==> src/hw/mem_stage_config.svh <==
`ifndef MEM_STAGE_CONFIG_SVH
`define MEM_STAGE_CONFIG_SVH

// Data and address width of the memory port
`define WORD_W 32

// Request credits granted by the data memory
// Any value from 1 to 4 fits the 3 bit counter
`define MEM_CREDITS 2

// Register file index width
`define REG_IDX_W 5

`endif

==> src/hw/mem_stage_pkg.sv <==
package mem_stage_pkg;

    `include "mem_stage_config.svh"

    typedef logic [`WORD_W-1:0]    word_t;
    typedef logic [3:0]            byte_en_t;
    typedef logic [`REG_IDX_W-1:0] reg_idx_t;
    typedef logic [2:0]            credit_t;

    // Load/store width and signedness
    typedef enum logic [2:0] {
        MEM_BYTE   = 3'd0,
        MEM_BYTE_U = 3'd1,
        MEM_HALF   = 3'd2,
        MEM_HALF_U = 3'd3,
        MEM_WORD   = 3'd4
    } mem_type_e;

    // Register writeback source
    typedef enum logic [1:0] {
        WB_LOAD = 2'd0,
        WB_PC4  = 2'd1,
        WB_UIMM = 2'd2,
        WB_ALU  = 2'd3
    } wb_sel_e;

    typedef enum logic [1:0] {
        FENCE_IDLE     = 2'd0,
        FENCE_FLUSHING = 2'd1,
        FENCE_DONE     = 2'd2
    } fence_state_e;

endpackage

==> src/hw/data_access_unit.sv <==
`timescale 1ns/100ps

`include "mem_stage_config.svh"

module data_access_unit (
    input  logic                   CLK,
    input  logic                   nRST,
    input  logic                   op_valid,
    input  logic                   op_load,
    input  logic                   op_store,
    input  mem_stage_pkg::mem_type_e op_type,
    input  mem_stage_pkg::word_t   op_addr,
    input  mem_stage_pkg::word_t   op_store_data,
    input  logic                   accept,
    input  logic                   mem_rvalid,
    input  mem_stage_pkg::word_t   mem_rdata,
    input  logic                   mem_credit_return,
    output logic                   mem_req,
    output logic                   mem_we,
    output mem_stage_pkg::word_t   mem_addr,
    output mem_stage_pkg::byte_en_t mem_byte_en,
    output mem_stage_pkg::word_t   mem_wdata,
    output logic                   access_done,
    output mem_stage_pkg::word_t   load_data,
    output logic                   misaligned
);

    logic [1:0]             byte_offset;
    logic                   bad_align;
    logic                   credit_avail;
    logic                   load_issued;
    logic                   load_req;
    logic                   store_req;
    mem_stage_pkg::credit_t credit_cnt;
    mem_stage_pkg::word_t   rdata_shifted;

    assign byte_offset = op_addr[1:0];

    // Halfwords need even addresses, words need word alignment
    always_comb begin
        case (op_type)
            mem_stage_pkg::MEM_HALF, mem_stage_pkg::MEM_HALF_U: bad_align = byte_offset[0];
            mem_stage_pkg::MEM_WORD: bad_align = (byte_offset != 2'b00);
            default: bad_align = 1'b0;
        endcase
    end

    assign misaligned = (op_load || op_store) && bad_align;

    always_comb begin
        case (op_type)
            mem_stage_pkg::MEM_BYTE, mem_stage_pkg::MEM_BYTE_U: begin
                mem_byte_en = 4'b0001 << byte_offset;
            end
            mem_stage_pkg::MEM_HALF, mem_stage_pkg::MEM_HALF_U: begin
                mem_byte_en = byte_offset[1] ? 4'b1100 : 4'b0011;
            end
            mem_stage_pkg::MEM_WORD: mem_byte_en = 4'b1111;
            default:                 mem_byte_en = 4'b0000;
        endcase
    end

    // Store data copied to every lane for the enables to pick from
    always_comb begin
        case (op_type)
            mem_stage_pkg::MEM_BYTE, mem_stage_pkg::MEM_BYTE_U: begin
                mem_wdata = {4{op_store_data[7:0]}};
            end
            mem_stage_pkg::MEM_HALF, mem_stage_pkg::MEM_HALF_U: begin
                mem_wdata = {2{op_store_data[15:0]}};
            end
            default: mem_wdata = op_store_data;
        endcase
    end

    assign credit_avail = (credit_cnt != '0);

    // One request per operation; a load waits for its data after issue
    assign store_req = op_valid && op_store && !bad_align && credit_avail;
    assign load_req  = op_valid && op_load && !bad_align && !load_issued && credit_avail;

    assign mem_req  = store_req || load_req;
    assign mem_we   = op_store;
    assign mem_addr = op_addr;

    always_ff @(posedge CLK, negedge nRST) begin
        if (!nRST) begin
            credit_cnt <= mem_stage_pkg::credit_t'(`MEM_CREDITS);
        end else begin
            credit_cnt <= credit_cnt - mem_stage_pkg::credit_t'(mem_req)
                          + mem_stage_pkg::credit_t'(mem_credit_return);
        end
    end

    always_ff @(posedge CLK, negedge nRST) begin
        if (!nRST) begin
            load_issued <= 1'b0;
        end else if (accept) begin
            load_issued <= 1'b0;
        end else if (load_req) begin
            load_issued <= 1'b1;
        end
    end

    assign access_done = misaligned || store_req || (load_issued && mem_rvalid);

    // Bring the addressed lane down to bit 0
    assign rdata_shifted = mem_rdata >> {byte_offset, 3'b000};

    always_comb begin
        case (op_type)
            mem_stage_pkg::MEM_BYTE:   load_data = {{24{rdata_shifted[7]}}, rdata_shifted[7:0]};
            mem_stage_pkg::MEM_BYTE_U: load_data = {24'd0, rdata_shifted[7:0]};
            mem_stage_pkg::MEM_HALF:   load_data = {{16{rdata_shifted[15]}}, rdata_shifted[15:0]};
            mem_stage_pkg::MEM_HALF_U: load_data = {16'd0, rdata_shifted[15:0]};
            default:                   load_data = mem_rdata;
        endcase
    end

    // Returns never outrun requests
    a_credit_bound: assert property (@(posedge CLK) disable iff (!nRST)
        credit_cnt <= mem_stage_pkg::credit_t'(`MEM_CREDITS));

endmodule

==> src/hw/fence_tracker.sv <==
`timescale 1ns/100ps

module fence_tracker (
    input  logic CLK,
    input  logic nRST,
    input  logic fence_valid,
    input  logic accept,
    input  logic iflush_done,
    input  logic dflush_done,
    output logic iflush_req,
    output logic dflush_req,
    output logic fence_done
);

    mem_stage_pkg::fence_state_e state;
    logic                        iflush_seen;
    logic                        dflush_seen;
    logic                        both_seen;

    // Done pulses may land in the same cycle or far apart
    assign both_seen = (iflush_seen || iflush_done) && (dflush_seen || dflush_done);

    always_ff @(posedge CLK, negedge nRST) begin
        if (!nRST) begin
            state       <= mem_stage_pkg::FENCE_IDLE;
            iflush_req  <= 1'b0;
            dflush_req  <= 1'b0;
            iflush_seen <= 1'b0;
            dflush_seen <= 1'b0;
        end else begin
            iflush_req <= 1'b0;
            dflush_req <= 1'b0;
            case (state)
                mem_stage_pkg::FENCE_IDLE: begin
                    if (fence_valid) begin
                        state       <= mem_stage_pkg::FENCE_FLUSHING;
                        iflush_req  <= 1'b1;
                        dflush_req  <= 1'b1;
                        iflush_seen <= 1'b0;
                        dflush_seen <= 1'b0;
                    end
                end
                mem_stage_pkg::FENCE_FLUSHING: begin
                    if (iflush_done) iflush_seen <= 1'b1;
                    if (dflush_done) dflush_seen <= 1'b1;
                    if (both_seen) state <= mem_stage_pkg::FENCE_DONE;
                end
                mem_stage_pkg::FENCE_DONE: begin
                    // Hold until writeback takes the fence
                    if (accept && fence_valid) state <= mem_stage_pkg::FENCE_IDLE;
                end
                default: state <= mem_stage_pkg::FENCE_IDLE;
            endcase
        end
    end

    assign fence_done = (state == mem_stage_pkg::FENCE_DONE);

    // Caches only answer a flush that is still pending
    a_done_only_while_flushing: assert property (@(posedge CLK) disable iff (!nRST)
        (iflush_done || dflush_done) |-> state == mem_stage_pkg::FENCE_FLUSHING);

endmodule

==> src/hw/mem_writeback.sv <==
`timescale 1ns/100ps

module mem_writeback (
    input  logic                    CLK,
    input  logic                    nRST,
    input  logic                    op_valid,
    input  logic                    op_load,
    input  logic                    op_store,
    input  logic                    op_fence,
    input  logic                    op_reg_write,
    input  mem_stage_pkg::wb_sel_e  op_wb_sel,
    input  mem_stage_pkg::reg_idx_t op_rd,
    input  mem_stage_pkg::word_t    op_addr,
    input  mem_stage_pkg::word_t    op_pc4,
    input  mem_stage_pkg::word_t    op_imm_u,
    input  logic                    access_done,
    input  mem_stage_pkg::word_t    load_data,
    input  logic                    misaligned,
    input  logic                    fence_done,
    output logic                    op_ready,
    output logic                    accept,
    output logic                    wb_valid,
    output logic                    wb_reg_write,
    output mem_stage_pkg::reg_idx_t wb_rd,
    output mem_stage_pkg::word_t    wb_data,
    output logic                    exc_mal_load,
    output logic                    exc_mal_store,
    output mem_stage_pkg::word_t    exc_badaddr
);

    mem_stage_pkg::word_t wb_value;

    // Memory ops wait on the access unit, fences on the tracker
    always_comb begin
        if (op_load || op_store) begin
            op_ready = access_done;
        end else if (op_fence) begin
            op_ready = fence_done;
        end else begin
            op_ready = 1'b1;
        end
    end

    assign accept = op_valid && op_ready;

    always_comb begin
        case (op_wb_sel)
            mem_stage_pkg::WB_LOAD: wb_value = load_data;
            mem_stage_pkg::WB_PC4:  wb_value = op_pc4;
            mem_stage_pkg::WB_UIMM: wb_value = op_imm_u;
            default:                wb_value = op_addr;
        endcase
    end

    always_ff @(posedge CLK, negedge nRST) begin
        if (!nRST) begin
            wb_valid      <= 1'b0;
            wb_reg_write  <= 1'b0;
            exc_mal_load  <= 1'b0;
            exc_mal_store <= 1'b0;
        end else begin
            wb_valid      <= accept;
            // A faulting access never writes the register file
            wb_reg_write  <= accept && op_reg_write && !op_store && !misaligned;
            exc_mal_load  <= accept && op_load && misaligned;
            exc_mal_store <= accept && op_store && misaligned;
        end
    end

    always_ff @(posedge CLK) begin
        if (accept) begin
            wb_rd       <= op_rd;
            wb_data     <= wb_value;
            exc_badaddr <= op_addr;
        end
    end

endmodule

==> src/hw/mem_stage_top.sv <==
`timescale 1ns/100ps

module mem_stage_top (
    input  logic                     CLK,
    input  logic                     nRST,
    // Execute stage
    input  logic                     op_valid,
    input  logic                     op_load,
    input  logic                     op_store,
    input  logic                     op_fence,
    input  mem_stage_pkg::mem_type_e op_type,
    input  mem_stage_pkg::wb_sel_e   op_wb_sel,
    input  mem_stage_pkg::reg_idx_t  op_rd,
    input  logic                     op_reg_write,
    input  mem_stage_pkg::word_t     op_addr,
    input  mem_stage_pkg::word_t     op_store_data,
    input  mem_stage_pkg::word_t     op_pc4,
    input  mem_stage_pkg::word_t     op_imm_u,
    output logic                     op_ready,
    // Data memory
    output logic                     mem_req,
    output logic                     mem_we,
    output mem_stage_pkg::word_t     mem_addr,
    output mem_stage_pkg::byte_en_t  mem_byte_en,
    output mem_stage_pkg::word_t     mem_wdata,
    input  logic                     mem_rvalid,
    input  mem_stage_pkg::word_t     mem_rdata,
    input  logic                     mem_credit_return,
    // Caches
    output logic                     iflush_req,
    output logic                     dflush_req,
    input  logic                     iflush_done,
    input  logic                     dflush_done,
    // Retire
    output logic                     wb_valid,
    output logic                     wb_reg_write,
    output mem_stage_pkg::reg_idx_t  wb_rd,
    output mem_stage_pkg::word_t     wb_data,
    output logic                     exc_mal_load,
    output logic                     exc_mal_store,
    output mem_stage_pkg::word_t     exc_badaddr
);

    logic                 accept;
    logic                 access_done;
    logic                 misaligned;
    logic                 fence_done;
    logic                 fence_valid;
    mem_stage_pkg::word_t load_data;

    assign fence_valid = op_valid && op_fence;

    data_access_unit dau_i (
        .CLK(CLK), .nRST(nRST),
        .op_valid(op_valid), .op_load(op_load), .op_store(op_store),
        .op_type(op_type), .op_addr(op_addr), .op_store_data(op_store_data),
        .accept(accept),
        .mem_rvalid(mem_rvalid), .mem_rdata(mem_rdata),
        .mem_credit_return(mem_credit_return),
        .mem_req(mem_req), .mem_we(mem_we), .mem_addr(mem_addr),
        .mem_byte_en(mem_byte_en), .mem_wdata(mem_wdata),
        .access_done(access_done), .load_data(load_data), .misaligned(misaligned)
    );

    fence_tracker fence_i (
        .CLK(CLK), .nRST(nRST),
        .fence_valid(fence_valid), .accept(accept),
        .iflush_done(iflush_done), .dflush_done(dflush_done),
        .iflush_req(iflush_req), .dflush_req(dflush_req), .fence_done(fence_done)
    );

    mem_writeback wb_i (
        .CLK(CLK), .nRST(nRST),
        .op_valid(op_valid), .op_load(op_load), .op_store(op_store),
        .op_fence(op_fence), .op_reg_write(op_reg_write), .op_wb_sel(op_wb_sel),
        .op_rd(op_rd), .op_addr(op_addr), .op_pc4(op_pc4), .op_imm_u(op_imm_u),
        .access_done(access_done), .load_data(load_data),
        .misaligned(misaligned), .fence_done(fence_done),
        .op_ready(op_ready), .accept(accept),
        .wb_valid(wb_valid), .wb_reg_write(wb_reg_write), .wb_rd(wb_rd),
        .wb_data(wb_data), .exc_mal_load(exc_mal_load),
        .exc_mal_store(exc_mal_store), .exc_badaddr(exc_badaddr)
    );

endmodule

==> config.mk <==
export PLATFORM = sky130hd
export DESIGN_NAME = mem_stage_top
export DESIGN_NICKNAME = d
export VERILOG_FILES = /design/src/hw/mem_stage_pkg.sv /design/src/hw/data_access_unit.sv /design/src/hw/fence_tracker.sv /design/src/hw/mem_writeback.sv /design/src/hw/mem_stage_top.sv
export VERILOG_INCLUDE_DIRS = /design/src /design/src/hw
export SDC_FILE = /design/constraint.sdc
export NUM_CORES = 1
export LEC_CHECK = 0
export BUFFER_PORTS_ARGS = -buffer_cell sky130_fd_sc_hd__buf_2
export CORE_AREA = 2 2 128 130
export CTS_CLUSTER_SIZE = 25
export DETAILED_ROUTE_END_ITERATION = 16
export DIE_AREA = 0 0 130 132
export GPL_TIMING_DRIVEN = 1
export SYNTH_ARGS = -nofsm -noshare
export SYNTH_HDL_FRONTEND = slang
export SYNTH_SLANG_ARGS = --single-unit
==> constraint.sdc <==
create_clock -name CLK -period 18.1 [get_ports CLK]
set_input_delay 0.905 -clock CLK [delete_from_list [all_inputs] [get_ports CLK]]
set_output_delay 0.905 -clock CLK [all_outputs]
set_load 0.01 [all_outputs]
Yosys cells after proc, flatten, opt, wreduce, memory -nomap -nowiden
Index checks and enable logic that the tools add are counted.
{"block": "totals", "regBits": 82, "elab_cells": 93}
{"block": "op_classes", "add_sub_neg": 2, "eq_ne": 13, "n_shift": 2, "n_mux": 21, "n_reduce_logical": 42}
{"operator": "one-hot mux 32 bit (4 select lines)", "n": 1}
{"operator": "one-hot mux 32 bit (3 select lines)", "n": 1}
{"operator": "one-hot mux 32 bit (2 select lines)", "n": 1}
{"operator": ">> shifter 32 x 5 -> 16 bit", "n": 1}
{"operator": "logical AND 1 bit", "n": 20}
{"operator": "one-hot mux 4 bit (3 select lines)", "n": 1}
{"operator": "2-to-1 mux 1 bit", "n": 9}
{"operator": "AND reduction 3 bit", "n": 3}
{"operator": "== test 3 x 2 -> 1 bit, second input constant", "n": 2}
{"operator": "logical OR 1 bit", "n": 6}
{"operator": "2-to-1 mux 2 bit", "n": 3}
{"operator": "inequality test 2 bit, second input constant", "n": 3}
{"operator": "one-hot mux 1 bit (2 select lines)", "n": 3}
{"operator": "one-hot mux 2 bit (3 select lines)", "n": 1}
{"operator": "nonzero test 2 bit", "n": 3}
{"operator": "== test 2 x 1 -> 1 bit, second input constant", "n": 2}
{"operator": "== test 2 bit, second input constant", "n": 2}
{"operator": "zero test 1 bit", "n": 4}
{"operator": "zero test 2 bit", "n": 2}
{"operator": "2-to-1 mux 4 bit", "n": 1}
{"operator": "inequality test 2 x 1 -> 1 bit, second input constant", "n": 2}
{"operator": "OR reduction 2 bit", "n": 2}
{"operator": "<< shifter 1 x 2 -> 4 bit, first input constant", "n": 1}
{"operator": "adder 3 x 1 -> 3 bit", "n": 1}
{"operator": "other kinds (5)", "n": 5}

Depth between registers and ports, before layout
{"block": "depth", "word_depth": 13, "depth_mapped": 12}

Modules after synthesis
A second synthesis with hierarchy kept.
{"block": "unflattened", "cells_unflattened": 391, "area_unflattened_um2": 4992.3}
{"module": "mem_writeback", "instances": 1, "cells_per_inst": 120, "area_per_inst_um2": 3050.4, "seq_area_each_um2": 2172.1}
{"module": "data_access_unit", "instances": 1, "cells_per_inst": 249, "area_per_inst_um2": 1725.4, "seq_area_each_um2": 101.3}
{"module": "fence_tracker", "instances": 1, "cells_per_inst": 21, "area_per_inst_um2": 210.2, "seq_area_each_um2": 125.1}
{"module": "mem_stage_top", "instances": 1, "cells_per_inst": 1, "area_per_inst_um2": 6.3, "seq_area_each_um2": 0.0}

Least setup slack after synthesis
OpenSTA, ideal clock, no wires.
{"block": "synth_path", "kind": "input port to flip-flop", "startpoint": "in op_type[1]", "endpoint": "reg wb_i.wb_reg_write", "t_arrival_ns": 7.174, "required_ns": 18.004, "setup_slack_ns": 10.830, "cell_stages": 6, "n_path_buf": 2, "cell_sequence": "buf_2 nor2b_1 buf_2 a32oi_1 a211oi_1 and4b_1"}
{"block": "synth_via", "elab_chain_len": 13}
{"element": "start, declared", "line": "mem_stage_top.sv:11", "rtl": "input mem_stage_pkg::mem_type_e op_type,"}
{"element": "== test 3 x 2 -> 1 bit", "line": "data_access_unit.sv:41", "rtl": "case (op_type)"}
{"element": "OR reduction 2 bit", "line": "data_access_unit.sv:41"}
{"element": "one-hot mux 1 bit (2 select lines) (*)", "line": "data_access_unit.sv:41"}
{"element": "zero test 1 bit", "line": "data_access_unit.sv:79", "rtl": "assign store_req = op_valid && op_store && !bad_align && credit_avail;"}
{"element": "logical AND 1 bit (2 in series)", "line": "data_access_unit.sv:79"}
{"element": "logical OR 1 bit (*) (2 in series)", "line": "data_access_unit.sv:105", "rtl": "assign access_done = misaligned || store_req || (load_issued && mem_rvalid);"}
{"element": "2-to-1 mux 1 bit (*)", "line": "mem_writeback.sv:35", "rtl": "if (op_load || op_store) begin"}
{"element": "logical AND 1 bit (*)", "line": "mem_writeback.sv:44", "rtl": "assign accept = op_valid && op_ready;"}
{"element": "named net accept", "line": "mem_stage_top.sv:44", "rtl": "logic accept;"}
{"element": "logical AND 1 bit (*) (3 in series)", "line": "mem_writeback.sv:64", "rtl": "wb_reg_write <= accept && op_reg_write && !op_store && !misaligned;"}
{"element": "end signal, assigned", "line": "mem_writeback.sv:64"}
{"element": "end, declared", "line": "mem_writeback.sv:23", "rtl": "output logic wb_reg_write,"}
The timed path passes the listed nets; every way through them passes the cells marked *.
A chain may end at the register's enable or synchronous reset.

Worst setup path in the final report
{"block": "layout_path", "startpoint": "in op_type[2]", "endpoint": "out op_ready"}
{"block": "layout_via", "elab_chain_len": 9}
{"element": "== test 3 x 2 -> 1 bit", "line": "data_access_unit.sv:41"}
{"element": "OR reduction 2 bit", "line": "data_access_unit.sv:41"}
{"element": "one-hot mux 1 bit (2 select lines) (*)", "line": "data_access_unit.sv:41"}
{"element": "zero test 1 bit", "line": "data_access_unit.sv:79"}
{"element": "logical AND 1 bit (2 in series)", "line": "data_access_unit.sv:79"}
{"element": "logical OR 1 bit (*) (2 in series)", "line": "data_access_unit.sv:105"}
{"element": "2-to-1 mux 1 bit (*)", "line": "mem_writeback.sv:35"}
{"element": "end, declared", "line": "mem_stage_top.sv:19", "rtl": "output logic op_ready,"}
Mark *: on every way between the ends. The rest lies on a longest branch, timed or not.

==> key figures <==
Worst setup path
  – Critical path class: primary input to primary output
  – R2R Path End: wb_i.wb_data[3]
  – R2R Setup Slk: 15,730 ps
  – Crit path DAT: 2720 ps
  – Startpoint Class: primary input
  – CP Capture Type: primary output
  – Cells on worst reg2reg path: 4
  – Largest fanout on the critical path: 50
  – Required @ worst endpoint: 17,190 ps
  – R2r startpoint: dau_i.credit_cnt[1]

Finish
  – Post-route cell area: 6740 sq um
  – Non-Filler Instances: 899
  – Post-layout util: 42.9%
  – Commonest non-fill, non-tap cell in the layout: buf_2
  – Share of cells above drive strength 1: 57.9%
  – Highest-count cells in the layout ignoring fill and taps: buf_2, edfxtp_1, mux2_2
  – Area grow syn2layout: 35.6%
  – Final net count: 861

Timing
  – Hold_ws: 447 ps
  – Final WS setup: 14,480 ps
  – Slew Viols, Final: 0
  – Final setup viols: 0
  – Worst-margin pin slew: 992 ps
  – Period utilization: 20.0%
  – Unrepaired setup endpoints after global routing: false
  – Max Fclk: 276 MHz
  – Slew HR: 33.8%
  – Clk_skew: 8.08 ps
  – Period minus WS final: 3620 ps
  – Final hold vios: 0
  – Setup TNS Final: 0 ps

GRT
  – Global route overflow: 0
  – First-pass GRT wire length: 25,400 um
  – Vias in the first global route: 4,527
  – Pin count of the biggest net entering global routing: 73
  – GRT Util Overall: 19.6%
  – Initial antenna violation count: 1

Clock network
  – Clock Tree Root: clkbuf_16
  – Total CTS buffers: 9
  – TritonCTS clock tree: done
  – Hold-fix buffers at CTS: 0
  – CTS resizes: 0
  – Worst-path clk slew: 60 ps
  – Clock latency on the worst-skew pair: 330 ps
  – Sinks on the clock net: 82
  – Setup repair bufs after CTS: 0
  – CTS H-Tree Depth: 3
  – CTS Buffer Depth: 2

Die
  – Core box area: 15,700 sq um
  – Boundary Pins: 327
  – DIE AREA: 17,200 sq um
  – Chip width: 130 um
  – Effective utilization at floorplan: 31.7%
  – Row count: 46
  – DIE HEIGHT: 132 um

Drt
  – Routed vias: 4,435
  – Drt pass-1 iters: 4
  – WL/cell: 19.3 um
  – Metal1 wirelength: 6740 um
  – Metal2 WL: 9200 um
  – DRT antenna net count: 0
  – Residual DRC: 0
  – Starting DRT DRC Count: 227
  – Vias per inst: 4.93
  – Post-Route WL: 17,300 um
  – Met3 routed WL: 1180 um
  – Top Metal Used: met4

Logic synthesis
  – Post-synthesis register bit count: 82
  – Mapped Avg Cell Area: 12.3 sq um
  – Synth cell types: 45
  – Seq/Total Area, Yosys: 48.2%
  – Async set-reset flop share out of synthesis: 15.9%
  – Post-Syn Nets: 590
  – Top_reg_cell synth: edfxtp_1
  – Synth Warn #: 0
  – Mapped Area: 4970 sq um
  – Cells after Synth: 406
  – Number of synthesized flops with an enable pin: 69

Power
  – Final Total Pwr: 0.574 mW
  – Clock power share: 30.0%
  – Combinational share of power: 26.8%
  – Seq pwr share: 43.2%
  – Sw Share: 29.4%
  – Leak: 3.12 nW
  – Cell area power density: 85.2 nW/um^2
  – P_sw: 0.169 mW
  – Worst VDD drop: 40.4 uV
  – Int Pwr: 0.405 mW

Status
  – Outcome: completed

Placement
  – Placed Cells: 882
  – Post-place setup slack: 14,330 ps
  – HPWL Detailed: 13,700 um
  – Gp weighted congestion: 0.806
  – Post-DP Area: 6470 sq um
  – I/O Buffers: 326

Worst hold path
  – Min-Delay Path Class: primary input to async pin

Flow run
  – Max cap viols: 0
[layout make-up]
type | count | area, sq um
fillers | 1541 | 8970
repair buffers | 329 | 1650
well taps | 216 | 270
inverters | 10 | 37.5
flip-flops and latches | 82 | 2400
diodes | 1 | 2.50
multi-input cells | 245 | 2110
clock buffers | 12 | 246
clock inverters | 4 | 27.5
[cell usage after synthesis, types with 9 or more instances]
library cell  instances  share of area, %
mux4_2               15               6.8
clkbuf_1             17               1.3
edfxtp_1             69                42
or2_1                16               2.0
mux2_2               32               7.2
and2_1               12               1.5
o21ai_0              25               2.5
dfrtp_1              12               6.0
a22oi_1               9               1.4
buf_4                43               6.5
nand2_1              20               1.5
a222oi_1              9               1.8
mux2i_1              24               4.8
inv_1                10              0.75
[worst max-delay path, stage by stage]
cell     delay, ps
buf_2          620
nor2b_1        340
a32oi_1        490
a21oi_1        150
buf_2          170
[layer usage]
metal	up-vias	GRT usage, %
met5	-	0
met3	13	4.59
met4	0	4.84
met2	224	36.7
met1	2141	22.2
li1	2057	-
[state kept, by name (all words and copies together), names as in the netlist, 2 cells and up]
signal,count
fence_i.state,2
wb_i.exc_badaddr,32
dau_i.credit_cnt,3
wb_i.wb_data,32
wb_i.wb_rd,5
[power by group through the flow]
stage               combinational (mW)  sequential [mW]  clock, mW
finish                           0.154            0.248      0.172
global route                     0.169            0.251      0.186
floorplan                       0.0819            0.263          0
detailed placement               0.156            0.252          0
CTS                              0.156            0.248      0.178
global placement                 0.151            0.251          0
[cells by family (layout without fill, tap and decap cells)]
group,Yosys count,count (layout),synth area share [%]
AOI/OAI and AO/OA,92,92,13.5
DFF,82,82,48.2
buffers and inverters,79,355,9.68
and+or+nand+nor,77,77,8.53
muxes,71,71,18.9
adders and majority gates,3,3,0.905
xor gates and xnor gates,2,2,0.352
other,0,1,0
[worst max-delay path by stage]
stage / startpoint / endpoint / slack, ps
after floorplan: op_type[1] / wb_i.wb_reg_write / 10830
after global placement: op_type[2] / dau_i.credit_cnt[2] / 14430
after detailed placement: op_type[2] / dau_i.credit_cnt[2] / 14330
after CTS: op_type[2] / op_ready / 14490
after global routing: op_type[2] / op_ready / 14300
final: op_type[2] / op_ready / 14480
No activity file was read; power rests on OpenSTA's default activity.
